[src/common/bpm_defs.svh]
`ifndef BPM_DEFS_SVH
`define BPM_DEFS_SVH

////////////////////
// Widths
`define GPIO_WIDTH        32
`define REG_INDEX_WIDTH   3
`define HB_WIDTH          28
`define MARKER_WIDTH      16

// Index 0 is FA, index 1 is SA
`define MARKER_COUNT      2

////////////////////
// Register map
`define REG_COUNT         5
`define IDX_HB_RELOAD     0
`define IDX_FA_RELOAD     1
`define IDX_SA_RELOAD     2
`define IDX_FA_COUNT      3
`define IDX_SA_COUNT      4

// Reload values loaded by reset
`define HB_RELOAD_RESET   150
`define FA_RELOAD_RESET   9
`define SA_RELOAD_RESET   49

`endif
[src/common/timingPkg.sv]
`include "bpm_defs.svh"

package timingPkg;

    ////////////////////
    // Counter types

    // Heartbeat reload value
    typedef logic [`HB_WIDTH-1:0] hbCountT;

    // Heartbeat down-counter, top bit flags the pulse
    typedef logic [`HB_WIDTH:0] hbCounterT;

    // Divider reload and marker tally
    typedef logic [`MARKER_WIDTH-1:0] markerCountT;

    ////////////////////
    // Divider alignment state
    typedef enum logic {
        stateUnsynced,
        stateSynced
    } syncStateT;

endpackage

[src/common/gpioRegPkg.sv]
`include "bpm_defs.svh"

package gpioRegPkg;

    ////////////////////
    // Register bus types

    // Shared write word and read word
    typedef logic [`GPIO_WIDTH-1:0] gpioWordT;

    // Register selector, wide enough for every index
    typedef logic [`REG_INDEX_WIDTH-1:0] regIndexT;

    // One single-cycle write strobe per register
    typedef logic [`REG_COUNT-1:0] regStrobesT;

    ////////////////////
    // Helpers

    // True for indices that map onto a register
    function automatic logic isRegIndex(regIndexT idx);
        return (idx < `REG_COUNT);
    endfunction

endpackage

[src/bpmTimingTop.sv]
`timescale 1ns/1ps
`include "bpm_defs.svh"

module bpmTimingTop import gpioRegPkg::*, timingPkg::*; (
    input  logic                     sysClk,
    input  logic                     rstN,
    input  regStrobesT               gpioStrobes,
    input  gpioWordT                 gpioOut,
    input  regIndexT                 readAddr,
    output gpioWordT                 readData,
    output logic                     heartbeat,
    output logic [`MARKER_COUNT-1:0] markers
);

    hbCountT                         hbReload;
    logic        [`MARKER_COUNT-1:0] synced;
    markerCountT [`MARKER_COUNT-1:0] markerReloads;

    ////////////////////
    // Local heartbeat source
    heartbeatGenerator heartbeatGen (
        .sysClk      (sysClk),
        .rstN        (rstN),
        .reloadStrobe(gpioStrobes[`IDX_HB_RELOAD]),
        .gpioOut     (gpioOut),
        .heartbeat   (heartbeat),
        .reload      (hbReload)
    );

    ////////////////////
    // FA and SA marker dividers
    // Divider k takes reload index 1+k
    for (genvar k = 0; k < `MARKER_COUNT; k++) begin : genDivider
        markerDivider #(
            .resetReload((k == 0) ? markerCountT'(`FA_RELOAD_RESET)
                                  : markerCountT'(`SA_RELOAD_RESET))
        ) divider (
            .sysClk      (sysClk),
            .rstN        (rstN),
            .reloadStrobe(gpioStrobes[`IDX_FA_RELOAD + k]),
            .gpioOut     (gpioOut),
            .heartbeat   (heartbeat),
            .marker      (markers[k]),
            .synced      (synced[k]),
            .reload      (markerReloads[k])
        );
    end

    ////////////////////
    // Status and counts back onto the bus
    statusReadback readback (
        .sysClk       (sysClk),
        .rstN         (rstN),
        .readAddr     (readAddr),
        .hbReload     (hbReload),
        .markers      (markers),
        .synced       (synced),
        .markerReloads(markerReloads),
        .readData     (readData)
    );

endmodule

[src/statusReadback.sv]
`timescale 1ns/1ps
`include "bpm_defs.svh"

module statusReadback import gpioRegPkg::*, timingPkg::*; (
    input  logic                            sysClk,
    input  logic                            rstN,
    input  regIndexT                        readAddr,
    input  hbCountT                         hbReload,
    input  logic        [`MARKER_COUNT-1:0] markers,
    input  logic        [`MARKER_COUNT-1:0] synced,
    input  markerCountT [`MARKER_COUNT-1:0] markerReloads,
    output gpioWordT                        readData
);

    localparam int countPad  = `GPIO_WIDTH - `MARKER_WIDTH;
    localparam int statusPad = `GPIO_WIDTH - 1 - `MARKER_WIDTH;
    localparam int hbPad     = `GPIO_WIDTH - `HB_WIDTH;

    markerCountT [`MARKER_COUNT-1:0] markerCounts;
    gpioWordT                        regWords [`REG_COUNT];

    ////////////////////
    // Marker tallies
    // Wrap at full width
    always_ff @(posedge sysClk) begin
        if (!rstN) begin
            markerCounts <= '0;
        end else begin
            for (int k = 0; k < `MARKER_COUNT; k++) begin
                if (markers[k]) begin
                    markerCounts[k] <= markerCounts[k] + 1'b1;
                end
            end
        end
    end

    ////////////////////
    // Register words
    assign regWords[`IDX_HB_RELOAD] = {{hbPad{1'b0}}, hbReload};

    for (genvar k = 0; k < `MARKER_COUNT; k++) begin : genWords
        // Synced flag on top, reload in the low bits
        assign regWords[`IDX_FA_RELOAD + k] = {synced[k], {statusPad{1'b0}}, markerReloads[k]};
        assign regWords[`IDX_FA_COUNT + k] = {{countPad{1'b0}}, markerCounts[k]};
    end

    ////////////////////
    // Read port
    // One cycle latency, unmapped indices read zero
    always_ff @(posedge sysClk) begin
        if (!rstN) begin
            readData <= '0;
        end else if (isRegIndex(readAddr)) begin
            readData <= regWords[readAddr];
        end else begin
            readData <= '0;
        end
    end

endmodule

[src/markers/markerDivider.sv]
`timescale 1ns/1ps
`include "bpm_defs.svh"

module markerDivider import gpioRegPkg::*, timingPkg::*; #(
    parameter markerCountT resetReload = markerCountT'(`FA_RELOAD_RESET)
) (
    input  logic        sysClk,
    input  logic        rstN,
    input  logic        reloadStrobe,
    input  gpioWordT    gpioOut,
    input  logic        heartbeat,
    output logic        marker,
    output logic        synced,
    output markerCountT reload
);

    markerCountT divCounter;
    syncStateT   syncState;
    logic        counterZero;

    assign counterZero = (divCounter == '0);

    // Heartbeat always forces a marker, otherwise one per reload+1 cycles
    assign marker = heartbeat | counterZero;

    assign synced = (syncState == stateSynced);

    ////////////////////
    // Reload register
    always_ff @(posedge sysClk) begin
        if (!rstN) begin
            reload <= resetReload;
        end else if (reloadStrobe) begin
            reload <= gpioOut[`MARKER_WIDTH-1:0];
        end
    end

    ////////////////////
    // Divider counter
    // Free running between heartbeats, restarted by each marker
    always_ff @(posedge sysClk) begin
        if (!rstN) begin
            divCounter <= resetReload;
        end else if (marker) begin
            divCounter <= reload;
        end else begin
            divCounter <= divCounter - 1'b1;
        end
    end

    ////////////////////
    // Alignment FSM
    always_ff @(posedge sysClk) begin
        if (!rstN) begin
            syncState <= stateUnsynced;
        end else if (reloadStrobe) begin
            // New divisor, alignment unknown until the next heartbeats
            syncState <= stateUnsynced;
        end else if (heartbeat) begin
            // Aligned if the free-running count would have marked here anyway
            case (syncState)
                stateUnsynced: begin
                    if (counterZero) begin
                        syncState <= stateSynced;
                    end
                end
                stateSynced: begin
                    if (!counterZero) begin
                        syncState <= stateUnsynced;
                    end
                end
                default: begin
                    syncState <= stateUnsynced;
                end
            endcase
        end
    end

endmodule

[src/heartbeatGenerator.sv]
`timescale 1ns/1ps
`include "bpm_defs.svh"

module heartbeatGenerator import gpioRegPkg::*, timingPkg::*; (
    input  logic     sysClk,
    input  logic     rstN,
    input  logic     reloadStrobe,
    input  gpioWordT gpioOut,
    output logic     heartbeat,
    output hbCountT  reload
);

    hbCounterT hbCounter;

    // Pulse while the counter has wrapped below zero
    assign heartbeat = hbCounter[`HB_WIDTH];

    ////////////////////
    // Reload register
    always_ff @(posedge sysClk) begin
        if (!rstN) begin
            reload <= hbCountT'(`HB_RELOAD_RESET);
        end else if (reloadStrobe) begin
            reload <= gpioOut[`HB_WIDTH-1:0];
        end
    end

    ////////////////////
    // Down-counter
    // Period is reload+2: reload down to zero, then one cycle wrapped
    always_ff @(posedge sysClk) begin
        if (!rstN) begin
            // One count high, as if a pulse had just reloaded it
            hbCounter <= hbCounterT'(`HB_RELOAD_RESET + 1);
        end else if (heartbeat) begin
            hbCounter <= {1'b0, reload};
        end else begin
            hbCounter <= hbCounter - 1'b1;
        end
    end

endmodule

[config.mk]
export PLATFORM = sky130hd
export DESIGN_NAME = bpmTimingTop
export DESIGN_NICKNAME = d
export VERILOG_FILES = /design/src/common/timingPkg.sv /design/src/common/gpioRegPkg.sv /design/src/bpmTimingTop.sv /design/src/statusReadback.sv /design/src/markers/markerDivider.sv /design/src/heartbeatGenerator.sv
export VERILOG_INCLUDE_DIRS = /design/src /design/src/common
export SDC_FILE = /design/constraint.sdc
export NUM_CORES = 1
export LEC_CHECK = 0
export BUFFER_PORTS_ARGS = -buffer_cell sky130_fd_sc_hd__buf_4
export CAP_MARGIN = 20
export CELL_PAD_IN_SITES_DETAIL_PLACEMENT = 1
export CELL_PAD_IN_SITES_GLOBAL_PLACEMENT = 1
export CORE_ASPECT_RATIO = 1.75
export CORE_MARGIN = 3
export CORE_UTILIZATION = 43
export CTS_CLUSTER_DIAMETER = 120
export CTS_CLUSTER_SIZE = 14
export DETAILED_ROUTE_END_ITERATION = 8
export PLACE_DENSITY = 0.72
export SETUP_SLACK_MARGIN = 0.2
export SLEW_MARGIN = 0
export SYNTH_ARGS = -nofsm -noshare
export SYNTH_HDL_FRONTEND = slang
export SYNTH_SLANG_ARGS = --single-unit
[constraint.sdc]
create_clock -name sysClk -period 4.6 [get_ports sysClk]
set_clock_uncertainty 0.05 [all_clocks]
set_input_delay 0 -clock sysClk [delete_from_list [all_inputs] [get_ports sysClk]]
set_output_delay 0 -clock sysClk [all_outputs]
set_load 0.005 [all_outputs]
==> flow_summary.yaml <==
clock_tree:
  clock-root-buffer: "clkbuf_16"
  clock-sinks: 184
  htreeDepth: 4
  clk_pin_slew_ns: 0.07
  clkLatencyLatePin_ns: 0.44
  cts_buffer_depth: 2
  numCtsBuffers: 17
  ctsResizeCount: 0
  cts_tree: "built"
  postCtsSetupBuffers: 0
synth:
  netlist.top_cell.by_area: "dfxtp_1"
  netlist_top_cells_count: "dfxtp_1, nor2_1, mux2i_1"
  synth.top_cell.area_share_pct: 46.2
  synth_area_leaders: "dfxtp_1, mux2i_1, nor2_1"
  synth_warnings: 0
  ys_types: 51
  syn-cell-area_sq_mm: 0.00798
  seq_area_frac_synth_pct: 46.2
  yosys_register_bits: 184
  synth_edf_count: 0
  yosysMostFrequentCell: "dfxtp_1"
  synthArstFlopShare_pct: 0
  yosys_most_used_dff: "dfxtp_1"
  synthCells: 839
  syn_area_per_cell_sq_um: 9.51
floorplan:
  die_x_um: 109
  fp.dieH_um: 186
  io_pins: 77
  std_cell_rows: 65
  dieArea_sq_mm: 0.0203
  core_area_sq_mm: 0.0181
  start_util_pct: 44.0
grt:
  grt_max_degree: 59
  grt_util_all_layers_pct: 24.3
  grt_overflow_total: 0
  grt_pass1_wl_um: 37600
  antenna_found_initial: 0
  first_global_vias: 6987
cells_and_area:
  drive_above_1_share_pct: 15.7
  antenna_cells: 0
  syn2layout_area_growth_pct: 21.7
  fill_cells: 1999
  final_util_pct: 53.5
  finish.instance_area_sq_mm: 0.00971
  layout.nets: 966
timing:
  max_freq_mhz: 328
  setup_violations: 0
  hold_viol: 0
  hold_ws_ns: 0.0931
  slew_headroom_pct: 38.3
  period_minus_slack_ns: 3.05
  tightest_slew_ns: 0.924
  grt_setup_unrepaired: "no"
  fin_crit_sh_pct: 66.3
  slew_violations: 0
  tns_ns: 0
place:
  place_area_sq_mm: 0.00860
  routabilityCongestion: 0.804
  io_buffers: 67
  hpwl_um: 16400
drt:
  wl_per_cell_um: 20.4
  num_vias: 6593
  drt-initial-drc-count: 350
  drc_errors: 0
  wl_um: 23700
  detail-route-antenna-nets: 0
  viasPerCell: 5.66
  firstDrtPassIters: 4
pwr:
  cell_internal_pwr_uw: 2940
  power_uw: 3920
  clkPwrFrac_pct: 42.0
  net-switching-power_uw: 979
  power_switching_share_pct: 25.0
  p_comb_share_pct: 12.5
  seqPwrFrac_pct: 45.5
  irDropWorstVdd_mv: 0.250
  leakagePower_uw: 0.00380
  p_per_area_mw_per_mm2: 403
worst_setup_path:
  cp-start-kind: "flip-flop"
  worstPathRequired_ns: 4.83
  worst_ep_arrival_time_ns: 3.28
  worstSetupPathType: "reg2reg"
  setup.worst_path.end_class: "flip-flop"
  cp_max_fo: 14
worst_hold_path:
  hold_path_class: "in2reg"
run:
  cap_violations: 0
status:
  status: "completed"
==> placed cells by master (no fill, tap or decap), drive strengths merged, types with 5 or more instances in the layout <==
cell type and count:
a211oi 11, a21oi 52, a31oi 5, and2 14, buf 77, bufinv 6
clkbuf 21, dfxtp 184, dlygate4sd3 43, ha 5, inv 11, mux2i 65
mux4 16, nand2 57, nand3 11, nand4 15, nor2 103, nor3 19
nor4 18, o211ai 6, o21ai 44, o221a 16, o31ai 9, or3 12
or4 15, xnor2 37, xor2 21
==> worst paths after layout <==
kind,from,end,slack (ns),cells past startpoint
setup / recovery,genDivider[1].divider.divCounter[3],readback.markerCounts[24],1.55,7
hold / removal,gpioStrobes[0],heartbeatGen.reload[4],0.09,3
setup reg to reg,genDivider[1].divider.divCounter[3],readback.markerCounts[24],1.55,7
hold reg to reg,heartbeatGen.reload[20],readback.readData[20],0.43,1
==> power groups by stage <==
stage	clock network [uW]	logic (uW)	registers (uW)
3_5_place_dp	0	460	1820
2_1_floorplan	0	314	1780
4_1_cts	1670	494	1780
3_3_place_gp	0	443	1810
5_1_grt	1740	545	1790
6_report	1650	490	1780
==> routing by layer <==
metal | GRT usage [%] | routed length [um] | up-vias
li1 | - | - | 3144
met1 | 25.1 | 8890 | 3310
met2 | 46.9 | 13400 | 99
met3 | 4.15 | 691 | 40
met4 | 10.3 | 771 | 0
met5 | 0 | 0 | -
==> final cells by class <==
type / count / area [sq um] / share of cell area (%)
multi-input combinational: 584 / 4020 / 41.4
sequential: 184 / 3680 / 37.9
timing repair buffer: 120 / 1020 / 10.5
clock buffer: 21 / 450 / 4.64
tap: 234 / 293 / 3.02
clock inverter: 9 / 198 / 2.04
inverter: 12 / 45.0 / 0.464
==> registers in the layout (all words and copies together), names as in the netlist <==
signal,flops
readback.markerCounts,32
genDivider.divider.reload,32
genDivider.divider.divCounter,32
readback.readData,29
heartbeatGen.hbCounter,29
genDivider.divider.synced,2
heartbeatGen.reload,28
==> timing repair <==
action,4_1_cts,5_1_grt
endpoints found under the hold margin,84,0
setup endpoints to repair,0,0
hold buffers,43,0
==> logic make-up (layout without fill, tap and decap cells) <==
family	count (synthesis)	after routing	share of synthesized area, %
other	1	3	0.0470
xor gates and xnor gates	58	58	6.37
buffers and inverters	73	162	3.81
and+or+nand+nor	285	285	18.1
AOI/OAI and AO/OA	152	152	12.1
muxes	81	81	12.7
DFF	184	184	46.2
adders and majority gates	5	5	0.784
==> stage by stage <==
| step | setup WS [ns] | instances |
|---|---|---|
| 2_1_floorplan | 2.38 | 841 |
| 3_3_place_gp | 1.47 | 1088 |
| 3_5_place_dp | 1.36 | 1088 |
| 4_1_cts | 1.27 | 1161 |
| 5_1_grt | 1.28 | 1164 |
| 6_report | 1.55 | 1164 |
==> critical path: stages, from the launching register on <==
cell,delay [ns]
dfxtp_1,0.35
nor4_1,0.79
a41oi_2,0.49
buf_6,0.29
inv_1,0.38
nand4_1,0.19
xor2_1,0.25
nor2_1,0.09
No activity file was read; power rests on OpenSTA's default activity.
